$ cat src/hdl/ram_pkg.sv
// 160 x 65 geometry is fixed; the MBIST pattern width must divide DATA_W - 1 evenly
`default_nettype none

package ram_pkg;

  // ------------------------------------------------------------
  // array geometry
  // ------------------------------------------------------------
  localparam int RAM_DEPTH   = 160;
  localparam int ADDR_W      = 8;
  localparam int DATA_W      = 65;
  localparam int MBIST_PAT_W = 2;

  // number of pattern copies in the lower word bits
  localparam int PAT_REPEAT  = (DATA_W - 1) / MBIST_PAT_W;

  typedef logic [ADDR_W-1:0]      addr_t;
  typedef logic [DATA_W-1:0]      data_t;
  typedef logic [MBIST_PAT_W-1:0] mbist_pat_t;

  // ------------------------------------------------------------
  // mbist background expansion
  // ------------------------------------------------------------
  // pattern repeated over bits 63..0, top bit takes pattern bit 0
  function automatic data_t expand_pattern(input mbist_pat_t pat);
    data_t word;
    word = {pat[0], {PAT_REPEAT{pat}}};
    return word;
  endfunction

endpackage

`default_nettype wire

$ cat src/hdl/ram_port_if.sv
// write and read port signals toward the array; no clock inside, all fields are combinational
`default_nettype none

interface ram_port_if;
  import ram_pkg::*;

  // write port
  addr_t wa;
  data_t wd;
  logic  we;

  // read port
  addr_t ra;
  logic  re;

  // source selection side drives everything
  modport sel (
    output wa,
    output wd,
    output we,
    output ra,
    output re
  );

  // storage side only listens
  modport array (
    input wa,
    input wd,
    input we,
    input ra,
    input re
  );

endinterface

`default_nettype wire

$ cat src/hdl/ram_access_sel.sv
// mbist_en_sync must already be synchronous to clk; MBIST takes over one cycle after it is sampled
`default_nettype none

module ram_access_sel (
  input  wire                 clk,
  input  wire                 mbist_ramaccess_rst_,
  // functional ports
  input  wire ram_pkg::addr_t wa,
  input  wire ram_pkg::addr_t ra,
  input  wire ram_pkg::data_t di,
  input  wire                 we,
  input  wire                 re,
  // mbist ports
  input  wire                 mbist_en_sync,
  input  wire ram_pkg::addr_t mbist_Wa_w0,
  input  wire ram_pkg::addr_t mbist_Ra_r0,
  input  wire ram_pkg::mbist_pat_t mbist_Di_w0,
  input  wire                 mbist_we_w0,
  input  wire                 mbist_ce_r0,
  output logic                mbist_en_r,
  ram_port_if.sel             port
);
  import ram_pkg::*;

  data_t mbist_wd;

  // ------------------------------------------------------------
  // mbist mode register
  // ------------------------------------------------------------
  // functional mode after reset
  always_ff @(posedge clk or negedge mbist_ramaccess_rst_) begin
    if (!mbist_ramaccess_rst_) begin
      mbist_en_r <= 1'b0;
    end else begin
      mbist_en_r <= mbist_en_sync;
    end
  end

  // 2-bit background becomes a full word
  assign mbist_wd = expand_pattern(mbist_Di_w0);

  // ------------------------------------------------------------
  // port source selection
  // ------------------------------------------------------------
  // write side
  always_comb begin
    if (mbist_en_r) begin
      port.wa = mbist_Wa_w0;
      port.wd = mbist_wd;
      port.we = mbist_we_w0;
    end else begin
      port.wa = wa;
      port.wd = di;
      port.we = we;
    end
  end

  // mbist uses its chip enable as the read strobe
  always_comb begin
    if (mbist_en_r) begin
      port.ra = mbist_Ra_r0;
      port.re = mbist_ce_r0;
    end else begin
      port.ra = ra;
      port.re = re;
    end
  end

endmodule

`default_nettype wire

$ cat src/flat_wrapper.sv
// flat-port wrapper written by rule: the top's interface ports become plain ports
module ram_access_sel_flat import ram_pkg::*;
  (clk, mbist_ramaccess_rst_, wa, ra, di, we, re, mbist_en_sync, mbist_Wa_w0, mbist_Ra_r0, mbist_Di_w0, mbist_we_w0, mbist_ce_r0, mbist_en_r, port_wa, port_wd, port_we, port_ra, port_re);
  ram_port_if port_i ();
  input  wire clk;
  input  wire mbist_ramaccess_rst_;
  input  wire ram_pkg::addr_t wa;
  input  wire ram_pkg::addr_t ra;
  input  wire ram_pkg::data_t di;
  input  wire we;
  input  wire re;
  input  wire mbist_en_sync;
  input  wire ram_pkg::addr_t mbist_Wa_w0;
  input  wire ram_pkg::addr_t mbist_Ra_r0;
  input  wire ram_pkg::mbist_pat_t mbist_Di_w0;
  input  wire mbist_we_w0;
  input  wire mbist_ce_r0;
  output logic mbist_en_r;
  output wire logic [$bits(port_i.wa)-1:0] port_wa;
  output wire logic [$bits(port_i.wd)-1:0] port_wd;
  output wire logic [$bits(port_i.we)-1:0] port_we;
  output wire logic [$bits(port_i.ra)-1:0] port_ra;
  output wire logic [$bits(port_i.re)-1:0] port_re;
  assign port_wa = port_i.wa;
  assign port_wd = port_i.wd;
  assign port_we = port_i.we;
  assign port_ra = port_i.ra;
  assign port_re = port_i.re;
  ram_access_sel u_core (.clk(clk), .mbist_ramaccess_rst_(mbist_ramaccess_rst_), .wa(wa), .ra(ra), .di(di), .we(we), .re(re), .mbist_en_sync(mbist_en_sync), .mbist_Wa_w0(mbist_Wa_w0), .mbist_Ra_r0(mbist_Ra_r0), .mbist_Di_w0(mbist_Di_w0), .mbist_we_w0(mbist_we_w0), .mbist_ce_r0(mbist_ce_r0), .mbist_en_r(mbist_en_r), .port(port_i));
endmodule
$ cat config.mk
export PLATFORM = sky130hd
export DESIGN_NAME = ram_access_sel_flat
export DESIGN_NICKNAME = d
export VERILOG_FILES = /design/src/hdl/ram_pkg.sv /design/src/hdl/ram_port_if.sv /design/src/hdl/ram_access_sel.sv /design/src/flat_wrapper.sv
export SDC_FILE = /design/constraint.sdc
export NUM_CORES = 1
export LEC_CHECK = 0
export BUFFER_PORTS_ARGS = -buffer_cell sky130_fd_sc_hd__buf_4
export CAP_MARGIN = 20
export CORE_AREA = 2 2 74 76
export CTS_CLUSTER_SIZE = 30
export DETAILED_ROUTE_END_ITERATION = 6
export DIE_AREA = 0 0 76 78
export GPL_TIMING_DRIVEN = 1
export MAX_ROUTING_LAYER = met4
export PLACE_DENSITY = 0.84
export SLEW_MARGIN = 25
export SYNTH_ARGS = -nofsm -noshare
export SYNTH_HDL_FRONTEND = slang
export SYNTH_SLANG_ARGS = --single-unit
$ cat constraint.sdc
create_clock -name clk -period 1.6 [get_ports clk]
set_input_delay 0.32 -clock clk [delete_from_list [all_inputs] [get_ports clk]]
set_output_delay 0.32 -clock clk [all_outputs]
set_load 0.03 [all_outputs]
==> out/results.tsv <==
stage	metric	value	unit
final_layout	Largest regs	u_core.mbist_en_r (1)	
sta	final number of setup-violating endpoints	0	
final_layout	FILL cells	425	
global_route	largest net degree at the start of global routing	36	
sta	Slew @ Worst Pin	0.3521	ns
final_layout	Non-Filler Instances	348	
global_route	vias in the first global route	1562	
sta	fin crit period	1.552	ns
global_route	GRT overflow	0	
final_layout	final net count	386	
final_layout	layout cells sized above 1	100.0	%
worst_setup_path	Crit path arrival time	1.23	ns
sta	Pins Over Slew Limit	0	
floorplan	Die Wd	76	um
clocking	postcts setup bufs	0	
logic_synthesis	Syn Inst Count	99	
routing	drt drc	0	
sta	fmax	644.4	MHz
placed_design	RePlAce Congestion	0.6963	
floorplan	Core Area	0.005042	mm^2
power	Pleak	1.578	nW
floorplan	Initial Util	27.79	%
floorplan	Die Span Y	78	um
worst_setup_path	crit start category	flip-flop	
global_route	antenna violations before repair	0	
worst_setup_path	critical-path maximum fanout	29	
routing	ANT nets after route	0	
logic_synthesis	Cell variety after synth	7	
routing	Met2 Routed Length	2595	um
power	PwrDens	427.1	mW/mm^2
routing	DR vias/cell	4.376	
logic_synthesis	register area share after synthesis	1.786	%
placed_design	dpl cells	348	
power	VDD IR-drop max	0.2556	mV
worst_hold_path	Hold Path Class	primary input to async pin	
logic_synthesis	Seq cells post-synth	1	
sta	RSZ-0062 raised after global routing	false	
clocking	clock-pin slew on the worst setup and hold paths	0	ns
logic_synthesis	Avg Cell Area, Syn	14.15	um^2
final_layout	number of flip-flops in the largest register	1	
final_layout	Most flops, register	u_core.mbist_en_r	
run	Max-Cap Viols	0	
final_layout	Synth-to-Final Area Change	99.46	%
routing	top routing layer in use	met3	
routing	DR vias	1523	
floorplan	I/O pins	190	
routing	Pre-antenna DRT Iters	2	
placed_design	Post-DP HPWL	4098	um
floorplan	Die Footprint	0.005928	mm^2
sta	Slew headroom	76.52	%
sta	period utilisation layout	97.00	%
floorplan	std cell rows	26	
clocking	post-CTS resize count	0	
placed_design	PortBufs	189	
global_route	first-pass GRT wire length	7417	um
final_layout	diode count	0	
logic_synthesis	Netlist Area Pre-Place	0.001401	mm^2
global_route	GR Util All Layers	14.97	%
clocking	Hold Buf Count CTS	0	
routing	Met3 Wirelength	406	um
sta	Setup TNS	0	ns
logic_synthesis	Syn. warnings	0	
sta	final hold vios	0	
worst_setup_path	Crit Path Category	flip-flop to output pin	
routing	routed wire length per instance	13.76	um
worst_setup_path	Worst EP required	1.28	ns
worst_setup_path	Worst Setup End Kind	output pin	
routing	met1 WL	1785	um
routing	DRT iter0 DRCs	37	
logic_synthesis	syn nets	205	
routing	total wire length	4787	um
outcome	status	finished, final reports clean	
[placed cells by master, fill, tap and decap left out, drive strengths merged]
master and instances:
buf 194, mux2 83, dfrtp 1
[Yosys cell counts]
library cell / number / area (um^2)
buf_12: 7 / 140.1
buf_2: 1 / 5.000
buf_6: 1 / 11.26
clkbuf_1: 6 / 22.52
dfrtp_1: 1 / 25.02
mux2_2: 13 / 146.4
mux2_4: 70 / 1051
[worst max-delay path, stage by stage (launching register included)]
cell     delay [ns]
dfrtp_4        0.44
buf_12         0.23
mux2_2         0.36
buf_4          0.17
[worst max path at each step]
stage                                 start           to  cells after the start
after floorplan           u_core.mbist_en_r   port_ra[5]                      3
after global placement    u_core.mbist_en_r  port_wd[61]                      3
after detailed placement  u_core.mbist_en_r  port_wd[61]                      3
after CTS                 u_core.mbist_en_r  port_wd[61]                      3
after global routing      u_core.mbist_en_r  port_wd[61]                      3
final                     u_core.mbist_en_r  port_wd[61]                      3
[cell families (layout without fill, tap and decap cells)]
family / Yosys count / after routing / share of synthesized area (%)
DFF: 1 / 1 / 1.785
muxes: 83 / 83 / 85.45
buffers and inverters: 15 / 194 / 12.77
[cell type report]
type,instances,area [um^2],area share [%]
multi-input cells,83,1197,42.84
flip-flops and latches,1,28.78,1.030
well taps,70,87.58,3.133
repair buffers,194,1481,53.00
[routing by layer]
layer | vias up | track usage [%]
met5 | - | -
met4 | 0 | 0
met3 | 0 | 1.860
met2 | 110 | 29.55
met1 | 688 | 17.18
li1 | 725 | -
[where the power goes]
group	internal, mW	switching, mW
clock	0	0
combinational	0.604	0.558
sequential	0.0280	0.00319
total	0.632	0.561
[stage by stage]
step	utilization, %	cell area, um^2	total power, mW	hold slack (ns)	worst slack, ns
2_1_floorplan	-	1401	0.7603	0.02441	0.01188
3_3_place_gp	55.43	2795	1.184	0.09713	0.07142
4_1_cts	55.43	2795	1.204	0.09954	0.05169
6_report	55.43	2795	1.194	0.09888	0.04806
3_5_place_dp	55.43	2795	1.203	0.09954	0.04924
5_1_grt	55.43	2795	1.246	0.1003	0.01399
Power figures use the tool's default switching activity.
