File: src/hdl/ram_pkg.sv
// 160 x 65 geometry is fixed; the MBIST pattern width must divide DATA_W - 1 evenly
`default_nettype none

package ram_pkg;

  // ------------------------------------------------------------
  // array geometry
  // ------------------------------------------------------------
  localparam int RAM_DEPTH   = 160;
  localparam int ADDR_W      = 8;
  localparam int DATA_W      = 65;
  localparam int MBIST_PAT_W = 2;

  // number of pattern copies in the lower word bits
  localparam int PAT_REPEAT  = (DATA_W - 1) / MBIST_PAT_W;

  typedef logic [ADDR_W-1:0]      addr_t;
  typedef logic [DATA_W-1:0]      data_t;
  typedef logic [MBIST_PAT_W-1:0] mbist_pat_t;

  // ------------------------------------------------------------
  // mbist background expansion
  // ------------------------------------------------------------
  // pattern repeated over bits 63..0, top bit takes pattern bit 0
  function automatic data_t expand_pattern(input mbist_pat_t pat);
    data_t word;
    word = {pat[0], {PAT_REPEAT{pat}}};
    return word;
  endfunction

endpackage

`default_nettype wire

File: src/hdl/ram_read_capture.sv
// ore is ignored in MBIST mode; the register then loads one cycle after each mbist_ce_r0
`default_nettype none

module ram_read_capture (
  input  wire                 clk,
  input  wire                 mbist_ramaccess_rst_,
  input  wire ram_pkg::data_t rd_data,
  input  wire ram_pkg::data_t wd,
  input  wire                 ary_read_inh,
  input  wire                 ore,
  input  wire                 mbist_en_r,
  input  wire                 mbist_ce_r0,
  output ram_pkg::data_t      data_reg
);
  import ram_pkg::*;

  logic  ce_1p;
  logic  func_cap;
  logic  mbist_cap;
  logic  capture_en;
  data_t cap_src;

  // ------------------------------------------------------------
  // capture enable
  // ------------------------------------------------------------
  // mbist read data is valid one cycle after the chip enable
  always_ff @(posedge clk or negedge mbist_ramaccess_rst_) begin
    if (!mbist_ramaccess_rst_) begin
      ce_1p <= 1'b0;
    end else begin
      ce_1p <= mbist_ce_r0;
    end
  end

  assign func_cap   = ore && !mbist_en_r;
  assign mbist_cap  = mbist_en_r && ce_1p;
  assign capture_en = func_cap || mbist_cap;

  // ------------------------------------------------------------
  // output data register
  // ------------------------------------------------------------
  // bypass hands the current write data straight to the output
  assign cap_src = ary_read_inh ? wd : rd_data;

  always_ff @(posedge clk or negedge mbist_ramaccess_rst_) begin
    if (!mbist_ramaccess_rst_) begin
      data_reg <= '0;
    end else if (capture_en) begin
      data_reg <= cap_src;
    end
  end

endmodule

`default_nettype wire

File: config.mk
export PLATFORM = sky130hd
export DESIGN_NAME = ram_read_capture
export DESIGN_NICKNAME = d
export VERILOG_FILES = /design/src/hdl/ram_pkg.sv /design/src/hdl/ram_read_capture.sv
export SDC_FILE = /design/constraint.sdc
export NUM_CORES = 1
export LEC_CHECK = 0
export ABC_CLOCK_PERIOD_IN_PS = 1600
export BUFFER_PORTS_ARGS = -buffer_cell sky130_fd_sc_hd__buf_4
export CAP_MARGIN = 20
export CORE_MARGIN = 2
export CORE_UTILIZATION = 40
export DETAILED_ROUTE_END_ITERATION = 10
export GPL_TIMING_DRIVEN = 0
export PLACE_DENSITY = 0.72
export RECOVER_POWER = 25
export SETUP_SLACK_MARGIN = 0.2
export SLEW_MARGIN = 20
export SYNTH_ARGS = -nofsm -noshare
export SYNTH_HDL_FRONTEND = slang
export SYNTH_SLANG_ARGS = --single-unit
File: constraint.sdc
create_clock -name clk -period 1.6 [get_ports clk]
set_input_delay 0.08 -clock clk [delete_from_list [all_inputs] [get_ports clk]]
set_output_delay 0.08 -clock clk [all_outputs]
set_load 0.01 [all_outputs]
==> results of run 1 <==
Yosys cell counts:
cell and number:
sky130_fd_sc_hd__mux2_2 80, sky130_fd_sc_hd__dfrtp_1 66, sky130_fd_sc_hd__mux2_4 51, sky130_fd_sc_hd__buf_6 2, sky130_fd_sc_hd__buf_2 7, sky130_fd_sc_hd__buf_12 5
critical path, cell delays in order (launching register included):
cell and delay, ns:
sky130_fd_sc_hd__dfrtp_1 0.36, sky130_fd_sc_hd__mux2_4 0.28, sky130_fd_sc_hd__buf_12 0.16, sky130_fd_sc_hd__buf_12 0.15, sky130_fd_sc_hd__mux2_4 0.30
metal layers:
layer  global-route usage  vias up  routed length [um]
met5                    0        -                   0
met4               0.0609        0                 151
met3               0.0705       12                 676
met2                0.272      118                3840
met1                0.210     1168                3320
li1                     -     1182                   -
timing repair:
action	4_1_cts	5_1_grt
setup buffers	0	0
setup endpoints to repair	0	12
gates resized for setup	0	2
hold buffers	2	0
endpoints found under the hold margin	67	0
layout by cell type, fill, tap and decap left out:
master and instances:
sky130_fd_sc_hd__dlygate4sd3_1 2, sky130_fd_sc_hd__buf_6 1, sky130_fd_sc_hd__bufinv_16 2, sky130_fd_sc_hd__buf_12 6, sky130_fd_sc_hd__mux2_4 51, sky130_fd_sc_hd__clkbuf_8 11
sky130_fd_sc_hd__clkbuf_4 1, sky130_fd_sc_hd__buf_2 7, sky130_fd_sc_hd__buf_4 150, sky130_fd_sc_hd__clkbuf_1 50, sky130_fd_sc_hd__dfrtp_1 66, sky130_fd_sc_hd__mux2_2 80
path summary, 6_finish.rpt:
path,startpoint,endpoint,slack [ns],cells past startpoint
worst max register to register,ce_1p,data_reg[12],0.23,4
max in group asynchronous,mbist_ramaccess_rst_,data_reg[17],0.69,2
min in group asynchronous,mbist_ramaccess_rst_,data_reg[7],0.38,2
worst min register to register,data_reg[7],data_reg[7],0.51,1
worst min-delay path,wd[48],data_reg[48],0.10,3
worst max-delay path,ce_1p,data_reg[12],0.23,4
power by group:
part	total (mW)	switching [mW]	leakage, nW	internal, mW
sequential	2.05	0.135	0.771	1.92
clock	1.54	0.584	0.110	0.956
combinational	1.37	0.518	1.61	0.855
total	4.97	1.24	2.49	3.73
final cells by class:
class	instances	area (um^2)
flip-flops and latches	66	1650
multi-input cells	131	1670
plain buffers	14	166
clock buffers	13	159
repair buffers	201	1330
clock inverters	2	60.1
fillers	717	3380
well taps	108	135
stage by stage:
stage / instances / total power, mW
final: 535 / 4.97
after global routing: 535 / 5.24
after CTS: 535 / 5.19
after detailed placement: 518 / 3.62
after global placement: 518 / 3.60
after floorplan: 211 / 2.83
cells by family after synthesis:
logic type             share of synthesized area
flip-flops                                 0.475
multiplexers                               0.479
buffers and inverters                     0.0454
==> out/results.env, run 1 <==
TIMING.FINAL.MAX_SLEW_VIOLATIONS=0
POST_ROUTE_UTILIZATION=0.605
YS_TYPES=6
DRTANTENNAVIOLNETS=0
DESIGN.CORE.AREA_UM2=8550
GLOBALROUTE.TOTALOVERFLOW=0
FIN_NETS=559
FLOORPLAN_ROW_COUNT=34
RSZ0062_AT_GRT='no'
FINALSETUPTNS_NS=0
SYNTHESIS.INSTANCES=211
VIAS=2480
INSERTEDDIODECOUNT=0
DETAILEDPLACE.WORSTSLACK_NS=0.223
GRT_PASS1_WL_MM=12.9
POWER_LEAKAGE_nW=2.49
FINALWORSTSETUPSLACK_NS=0.231
VDD_DROP_MAX_V=0.000496
PORTBUFFERS=199
NUMCTSBUFFERS=9
SYNTH.CELL_AREA_UM2=3480
GRT_START_MAX_NET_PINS=67
SYNTH.TOP_CELLS.BY_AREA='sky130_fd_sc_hd__dfrtp_1 (48%), sky130_fd_sc_hd__mux2_2 (26%), sky130_fd_sc_hd__mux2_4 (22%)'
DIEAREA_UM2=9450
CRITPATHMAXFANOUT=10
RESULT_OF_THE_RUN='completed'
TOTALWIRELENGTH_MM=7.99
FIRST_GLOBAL_VIAS=2650
INITIAL_CORE_UTIL=0.406
LAYOUT-AREA-OVERHEAD-VS-SYNTH_PCT=48.8
DETAIL_ROUTE.DRC_VIOLATIONS=0
WORST_SLEW_PIN_SLEW_NS=0.818
SYNTH_AREA_LEADER_CELL='sky130_fd_sc_hd__dfrtp_1'
POSTSYNTHAREAPERCELL_UM2=16.5
SETUP_VIOLATIONS=0
MIN_PERIOD_OVER_PERIOD=0.856
FIRST_PASS_ITERS=4
WHS_NS=0.105
RELSLEWSLACK=0.454
FINAL-HOLD-VIOLATION-COUNT=0
TIMING.SETUP.CRITICAL_PATH_CLASS='flip-flop to flip-flop'
YS_FF_LATCH=66
CTS_NUM_SINKS=66
CAP_VIOLATIONS=0
STDCELL_AREA_UM2=5170
GRT_USE_TOTAL=0.171
CRIT_START_CATEGORY='flip-flop'
CLK_PIN_SLEW_NS=0.07
YOSYS_WARNINGS=0
HORIZ_DIE_DIM_UM=97.2
TIMING.FMAX_GHz=0.730
WORST_SKEW_PAIR.LATE_LATENCY_NS=0.33
MIN-DELAY-PATH-CLASS='primary input to flip-flop'
CLOCK_TREE.ROOT_CELL='sky130_fd_sc_hd__clkbuf_8'
PLACE_CONGESTION=0.762
MAPPEDNETLISTNETS=347
DR.FIRST_ITER.DRC_COUNT=55
FINALCRITICALPERIOD_NS=1.37
HPWLAFTERDP_MM=6.05
CLK_BUF_DEPTH=2
PLACE_AREA_UM2=5100
DIE_H_UM=97.2
WORSTSETUPENDPOINTTYPE='flip-flop'
POST_SYNTH_TOP_AREA_SHARE=0.475
AVGROUTEDWIREPERCELL_UM=14.9
SEQ_AREA_FRAC_SYNTH=0.475
ANTENNA_FOUND_INITIAL=0
FLOORPLAN.IO_PINS=201
FLIP_FLOP_COUNT_OF_THE_LARGEST_REGISTER_ALL_COPIES_AND_WORDS_ADDED=65
TIMING.CLOCK.SKEW_NS=0.00498
CTS-HTREE-LEVELS=3
CLOCK_TREE_FROM_TRITONCTS='done'
DRIVE_ABOVE_1_SHARE=0.724
WORST_PATH_ARRIVAL_NS=1.58
POWER.DENSITY_nW_PER_UM2=961
VIAS_PER_CELL=4.64
CP.REQUIRED_NS=1.81
Note: power is estimated with default switching activity, not from simulation.
==> run 2, diff against run 1 <==
--- a/config.mk
+++ b/config.mk
@@ -12,8 +12,9 @@
 export CORE_UTILIZATION = 40
 export DETAILED_ROUTE_END_ITERATION = 10
 export GPL_TIMING_DRIVEN = 0
-export PLACE_DENSITY = 0.72
+export PLACE_DENSITY = 0.78
 export RECOVER_POWER = 25
+export REMOVE_ABC_BUFFERS = 1
 export SETUP_SLACK_MARGIN = 0.2
 export SLEW_MARGIN = 20
 export SYNTH_ARGS = -nofsm -noshare
==> run 2 against run 1 <==
Compared with the run above: sequential power about the same; global-route usage up 1.3 points; sequential share of layout area increased by 0.95 points; first-iteration DRC count down 24%; cell count fell by 2.4%; worst setup slack is essentially flat; hold slack gained 0.00050 ns; via count up 0.24%; wire length increased by 5.3%; register-to-register slack barely moved; cell area fell by 2.9%.
==> out/results.env, run 2 (synthesized netlist as in run 1, its figures left out) <==
FIRST_PASS_ITERS=4  # unchanged
HOLD_PATH_STARTPOINT='rd_data[19]'  # was wd[48]
GRT_USE_TOTAL=0.183  # was 0.171
FINALCRITICALPERIOD_NS=1.37  # about the same
TIMING.CLOCK.SKEW_NS=0.00586  # was 0.00498 ns
ANTENNA_FOUND_INITIAL=0  # unchanged
FINALWORSTSETUPSLACK_NS=0.231  # about the same
DESIGN.CORE.AREA_UM2=8550  # unchanged
LAYOUT.CELLS.MOST_COMMON='sky130_fd_sc_hd__buf_4'  # unchanged
NUMCTSBUFFERS=9  # unchanged
RSZ0062_AT_GRT='yes'  # was no
WORST_SKEW_PAIR.LATE_LATENCY_NS=0.32  # was 0.33 ns
CRIT_START_CATEGORY='flip-flop'  # unchanged
DIEAREA_UM2=9450  # unchanged
RELSLEWSLACK=0.457  # was 0.454
CLOCK_TREE.ROOT_CELL='sky130_fd_sc_hd__clkbuf_8'  # unchanged
WORSTSETUPENDPOINTTYPE='flip-flop'  # unchanged
GLOBALROUTE.TOTALOVERFLOW=0  # unchanged
FLOORPLAN.IO_PINS=201  # unchanged
CLOCK_TREE_FROM_TRITONCTS='done'  # unchanged
FINAL.FILL_COUNT=735  # was 717
LAYOUT-AREA-OVERHEAD-VS-SYNTH_PCT=44.5  # was 48.8%
FINAL-HOLD-VIOLATION-COUNT=0  # unchanged
CP.REQUIRED_NS=1.81  # about the same
POWER.DENSITY_nW_PER_UM2=944  # was 961 nW/um^2
CTS.REPAIR_TIMING.SETUP_BUFFER_COUNT=0  # unchanged
STARTPOINT='ce_1p'  # unchanged
WORST_REG2REG_PATH_STARTPOINT='ce_1p'  # unchanged
TIMING.FMAX_GHz=0.730  # about the same
FLOORPLAN_ROW_COUNT=34  # unchanged
VDD_DROP_MAX_V=0.000497  # was 0.000496 V
SETUP_VIOLATIONS=0  # unchanged
CTS-HTREE-LEVELS=3  # unchanged
DETAILEDPLACE.WORSTSLACK_NS=-0.243  # was 0.223 ns
TOTALWIRELENGTH_MM=8.41  # was 7.99 mm
DRTANTENNAVIOLNETS=0  # unchanged
FLIP_FLOP_COUNT_OF_THE_LARGEST_REGISTER_ALL_COPIES_AND_WORDS_ADDED=65  # unchanged
HORIZ_DIE_DIM_UM=97.2  # unchanged
FIN_NETS=547  # was 559
CAP_VIOLATIONS=0  # unchanged
RESULT_OF_THE_RUN='completed'  # unchanged
MIN-DELAY-PATH-CLASS='primary input to flip-flop'  # unchanged
PLACE_AREA_UM2=4950  # was 5100 um^2
DIE_H_UM=97.2  # unchanged
MIN_PERIOD_OVER_PERIOD=0.856  # about the same
STDCELL_AREA_UM2=5020  # was 5170 um^2
WORST_SLEW_PIN_SLEW_NS=0.815  # was 0.818 ns
DRIVE_ABOVE_1_SHARE=0.720  # was 0.724
COMMONEST_CELLS_AFTER_ROUTING_FILL_AND_TAPS_ASIDE='sky130_fd_sc_hd__buf_4 (151), sky130_fd_sc_hd__mux2_2 (80), sky130_fd_sc_hd__dfrtp_1 (66)'  # was sky130_fd_sc_hd__buf_4 (150), sky130_fd_sc_hd__mux2_2 (80), sky130_fd_sc_hd__dfrtp_1 (66)
DR.FIRST_ITER.DRC_COUNT=42  # was 55
INSERTEDDIODECOUNT=0  # unchanged
WORST_PATH_ARRIVAL_NS=1.58  # about the same
CLK_PIN_SLEW_NS=0.07  # about the same
VIAS=2486  # was 2480
PLACE_CONGESTION=0.753  # was 0.762
DETAIL_ROUTE.DRC_VIOLATIONS=0  # unchanged
CRITPATHMAXFANOUT=32  # was 10
PORTBUFFERS=200  # was 199
POWER_LEAKAGE_nW=2.42  # was 2.49 nW
CTS_NUM_SINKS=66  # unchanged
HPWLAFTERDP_MM=5.73  # was 6.05 mm
FIRST_GLOBAL_VIAS=2774  # was 2650
AVGROUTEDWIREPERCELL_UM=16.1  # was 14.9 um
CLK_BUF_DEPTH=2  # unchanged
GRT_PASS1_WL_MM=13.8  # was 12.9 mm
TIMING.FINAL.MAX_SLEW_VIOLATIONS=0  # unchanged
VIAS_PER_CELL=4.76  # was 4.64
TIMING.SETUP.CRITICAL_PATH_CLASS='flip-flop to flip-flop'  # unchanged
GRT_START_MAX_NET_PINS=67  # unchanged
INITIAL_CORE_UTIL=0.406  # unchanged
## run 2: area by class of cell
class | count | area [um^2] | share of cell area
repair buffers | 202 | 1340 | 0.267
flip-flops and latches | 66 | 1650 | 0.329
well taps | 108 | 135 | 0.0269
clock buffers | 11 | 151 | 0.0301
multi-input cells | 132 | 1700 | 0.339
clock inverters | 3 | 40.0 | 0.00797
## run 2: timing repair
item | 4_1_cts | 5_1_grt
hold buffers | 2 | 0
resized for setup | 2 | 0
endpoints found under the hold margin | 67 | 0
endpoints found under the setup margin | 65 | 39
gates cloned | 1 | 0
## run 2: critical path: stages, from the launching register on
cell and delay (ns):
sky130_fd_sc_hd__dfrtp_1 0.42, sky130_fd_sc_hd__mux2_8 0.48, sky130_fd_sc_hd__mux2_4 0.35
## run 2: where the power goes
group,internal [mW],switching [mW]
Clock,0.782,0.566
Sequential,1.92,0.137
Combinational,0.815,0.522
Total,3.52,1.23
## run 2: path summary, 6_finish.rpt
path	endpoint	cells after the start	slack, ns
setup / recovery	data_reg[13]	2	0.23
hold / removal	data_reg[19]	3	0.11
min in group asynchronous	data_reg[1]	2	0.38
hold reg to reg	data_reg[61]	1	0.51
max in group asynchronous	data_reg[58]	2	0.67
setup reg to reg	data_reg[13]	2	0.23
## run 2: stage by stage
stage	TNS [ns]	power (mW)	hold WS, ns	utilization	std cells
global placement	-11.02	3.54	0.191	0.579	505
CTS	0	4.99	0.0832	0.609	522
global route	0	5.02	0.0798	0.588	522
floorplan	0	2.76	-0.216	-	197
finish	0	4.74	0.105	0.588	522
detailed placement	-11.81	3.57	0.191	0.579	505
## run 2: metal layers
layer | wire length [um] | part of all wire | global-route usage
met5 | 0 | 0 | 0
met3 | 631 | 0.075 | 0.0554
met2 | 4280 | 0.51 | 0.317
met1 | 3350 | 0.40 | 0.212
met4 | 146 | 0.017 | 0.0769
==> run 3, diff against run 2 <==
--- a/config.mk
+++ b/config.mk
@@ -10,6 +10,7 @@
 export CAP_MARGIN = 20
 export CORE_MARGIN = 2
 export CORE_UTILIZATION = 40
+export CTS_BUF_LIST = sky130_fd_sc_hd__clkbuf_4
 export DETAILED_ROUTE_END_ITERATION = 10
 export GPL_TIMING_DRIVEN = 0
 export PLACE_DENSITY = 0.78
==> run 3 against run 2 <==
Compared with the run above: hold slack got worse by 0.072 ns; largest power group unchanged; sequential power hardly changed; sequential share of layout area is 1.5 points lower; highest routed layer unchanged; non-clock buffer count grew 14.
==> out/results.env, run 3 (synthesized netlist as in run 1, its figures left out) <==
RESULT_OF_THE_RUN='completed'  # unchanged
TOTAL_POWER_mW=4.55  # was 4.74 mW
FLOORPLAN_ROW_COUNT=34  # unchanged
VDD_DROP_MAX_V=0.000477  # was 0.000497 V
CAP_VIOLATIONS=0  # unchanged
CP.REQUIRED_NS=1.87  # was 1.81 ns
RELSLEWSLACK=0.410  # was 0.457
FIRST_PASS_ITERS=4  # unchanged
MIN_PERIOD_OVER_PERIOD=0.868  # was 0.856
WORST_PATH_ARRIVAL_NS=1.66  # was 1.58 ns
POWER.DENSITY_nW_PER_UM2=865  # was 944 nW/um^2
TIMING.CRITICAL_PATH.SLOWEST_STAGE_CELL='sky130_fd_sc_hd__mux2_8'  # unchanged
PLACE_CONGESTION=0.753  # unchanged
ANTENNA_FOUND_INITIAL=0  # unchanged
CRIT_START_CATEGORY='flip-flop'  # unchanged
GRT_USE_TOTAL=0.185  # was 0.183
COMMONEST_CELLS_AFTER_ROUTING_FILL_AND_TAPS_ASIDE='sky130_fd_sc_hd__buf_4 (198), sky130_fd_sc_hd__mux2_2 (80), sky130_fd_sc_hd__dfrtp_1 (66)'  # was sky130_fd_sc_hd__buf_4 (151), sky130_fd_sc_hd__mux2_2 (80), sky130_fd_sc_hd__dfrtp_1 (66)
RSZ0062_AT_GRT='yes'  # unchanged
TIMING.SETUP.CRITICAL_PATH_CLASS='flip-flop to flip-flop'  # unchanged
CTS_NUM_SINKS=66  # unchanged
MIN-DELAY-PATH-CLASS='primary input to flip-flop'  # unchanged
WORST_SLEW_PIN_SLEW_NS=0.885  # was 0.815 ns
CLOCK_TREE.ROOT_CELL='sky130_fd_sc_hd__clkbuf_4'  # was sky130_fd_sc_hd__clkbuf_8
VIAS=2564  # was 2486
PLACE_AREA_UM2=4950  # unchanged
LAYOUT.CELLS.MOST_COMMON='sky130_fd_sc_hd__buf_4'  # unchanged
PORTBUFFERS=200  # unchanged
FINISH.CELL_COUNT_WITHOUT_FILLERS=536  # was 522
FLOORPLAN.IO_PINS=201  # unchanged
DRIVE_ABOVE_1_SHARE=0.804  # was 0.720
FIRST_GLOBAL_VIAS=2765  # was 2774
FINALSETUPTNS_NS=0  # unchanged
FIN_NETS=561  # was 547
CRIT_PATH_MAX_INCR_DELAY_NS=0.48  # about the same
CLOCK_TREE_FROM_TRITONCTS='done'  # unchanged
NUMCTSBUFFERS=9  # unchanged
GRT_PASS1_WL_MM=13.9  # was 13.8 mm
TIMING.FINAL.MAX_SLEW_VIOLATIONS=0  # unchanged
WORST_SKEW_PAIR.LATE_LATENCY_NS=0.39  # was 0.32 ns
TIMING.CLOCK.SKEW_NS=0.0107  # was 0.00586 ns
INITIAL_CORE_UTIL=0.406  # unchanged
VIAS_PER_CELL=4.78  # was 4.76
GLOBALROUTE.TOTALOVERFLOW=0  # unchanged
FINALCRITICALPERIOD_NS=1.39  # was 1.37 ns
POWER_LEAKAGE_nW=2.62  # was 2.42 nW
DESIGN.CORE.AREA_UM2=8550  # unchanged
FLIP_FLOP_COUNT_OF_THE_LARGEST_REGISTER_ALL_COPIES_AND_WORDS_ADDED=65  # unchanged
CLK_BUF_DEPTH=2  # unchanged
CTS-HTREE-LEVELS=3  # unchanged
FINAL-HOLD-VIOLATION-COUNT=0  # unchanged
TIMING.FMAX_GHz=0.720  # was 0.730 GHz
HPWLAFTERDP_MM=5.73  # unchanged
TOTALWIRELENGTH_MM=8.60  # was 8.41 mm
WHS_NS=0.0329  # was 0.105 ns
SETUP_VIOLATIONS=0  # unchanged
DIE_H_UM=97.2  # unchanged
CTS.REPAIR_TIMING.SETUP_BUFFER_COUNT=0  # unchanged
CRITPATHMAXFANOUT=32  # unchanged
CLK_PIN_SLEW_NS=0.11  # was 0.07 ns
CP_CELL_SEQUENCE='mux2_8 -> mux2_4'  # unchanged
HORIZ_DIE_DIM_UM=97.2  # unchanged
DR.FIRST_ITER.DRC_COUNT=44  # was 42
STDCELL_AREA_UM2=5270  # was 5020 um^2
WORSTSETUPENDPOINTTYPE='flip-flop'  # unchanged
DIEAREA_UM2=9450  # unchanged
DRTANTENNAVIOLNETS=0  # unchanged
DETAIL_ROUTE.DRC_VIOLATIONS=0  # unchanged
GRT_START_MAX_NET_PINS=67  # unchanged
AVGROUTEDWIREPERCELL_UM=16.0  # was 16.1 um
LAYOUT-AREA-OVERHEAD-VS-SYNTH_PCT=51.5  # was 44.5%
INSERTEDDIODECOUNT=0  # unchanged
DP_CELLS=505  # unchanged
==> run 3: cell types whose count changed in the layout (fill, tap and decap cells not counted), sizes merged <==
cell,delta
buf,+47
clkbuf,-49
clkinv,+2
dlygate4sd3,+14
==> run 3: critical path: cells and delay by family (launching register included) <==
family | cells | cell delay, ns
multiplexers | 2 | 0.83
flip-flops | 1 | 0.43
==> run 3: timing repair <==
item | 4_1_cts | 5_1_grt
hold buffers | 2 | 14
hold endpoints to repair | 67 | 9
gates resized for setup | 2 | 0
gates cloned | 1 | 0
setup endpoints to repair | 65 | 55
==> run 3: through the flow <==
| stage | util | worst slack, ns |
|---|---|---|
| finish | 0.616 | 0.212 |
| floorplan | - | 0.0158 |
| detailed placement | 0.579 | -0.243 |
| global route | 0.616 | 0.169 |
| global placement | 0.579 | -0.222 |
| CTS | 0.600 | 0.175 |
==> run 3: layer usage <==
metal / global-route usage / vias to the layer above / wire length (um)
li1: - / 1191 / -
met1: 0.214 / 1236 / 3360
met2: 0.320 / 122 / 4420
met3: 0.0597 / 15 / 637
met4: 0.0726 / 0 / 179
met5: 0 / - / 0
==> run 3: layout make-up <==
type | count | area [um^2]
repair buffers | 216 | 1660
clock inverters | 5 | 47.5
well taps | 108 | 135
clock buffers | 9 | 67.6
multi-input cells | 132 | 1700
flip-flops and latches | 66 | 1650
fillers | 676 | 3280
==> run 3: worst paths after layout <==
| check | startpoint | slack, ns | end | cells past startpoint |
|---|---|---|---|---|
| hold reg to reg | data_reg[46] | 0.52 | data_reg[46] | 1 |
| hold / removal | rd_data[9] | 0.03 | data_reg[9] | 3 |
| max in group asynchronous | mbist_ramaccess_rst_ | 0.66 | data_reg[58] | 2 |
| setup reg to reg | ce_1p | 0.21 | data_reg[34] | 2 |
| setup / recovery | ce_1p | 0.21 | data_reg[34] | 2 |
| min in group asynchronous | mbist_ramaccess_rst_ | 0.34 | data_reg[1] | 2 |
==> run 3: where the power goes <==
group | switching [mW] | internal (mW)
Combinational | 0.527 | 0.985
Clock | 0.540 | 0.445
Sequential | 0.142 | 1.92
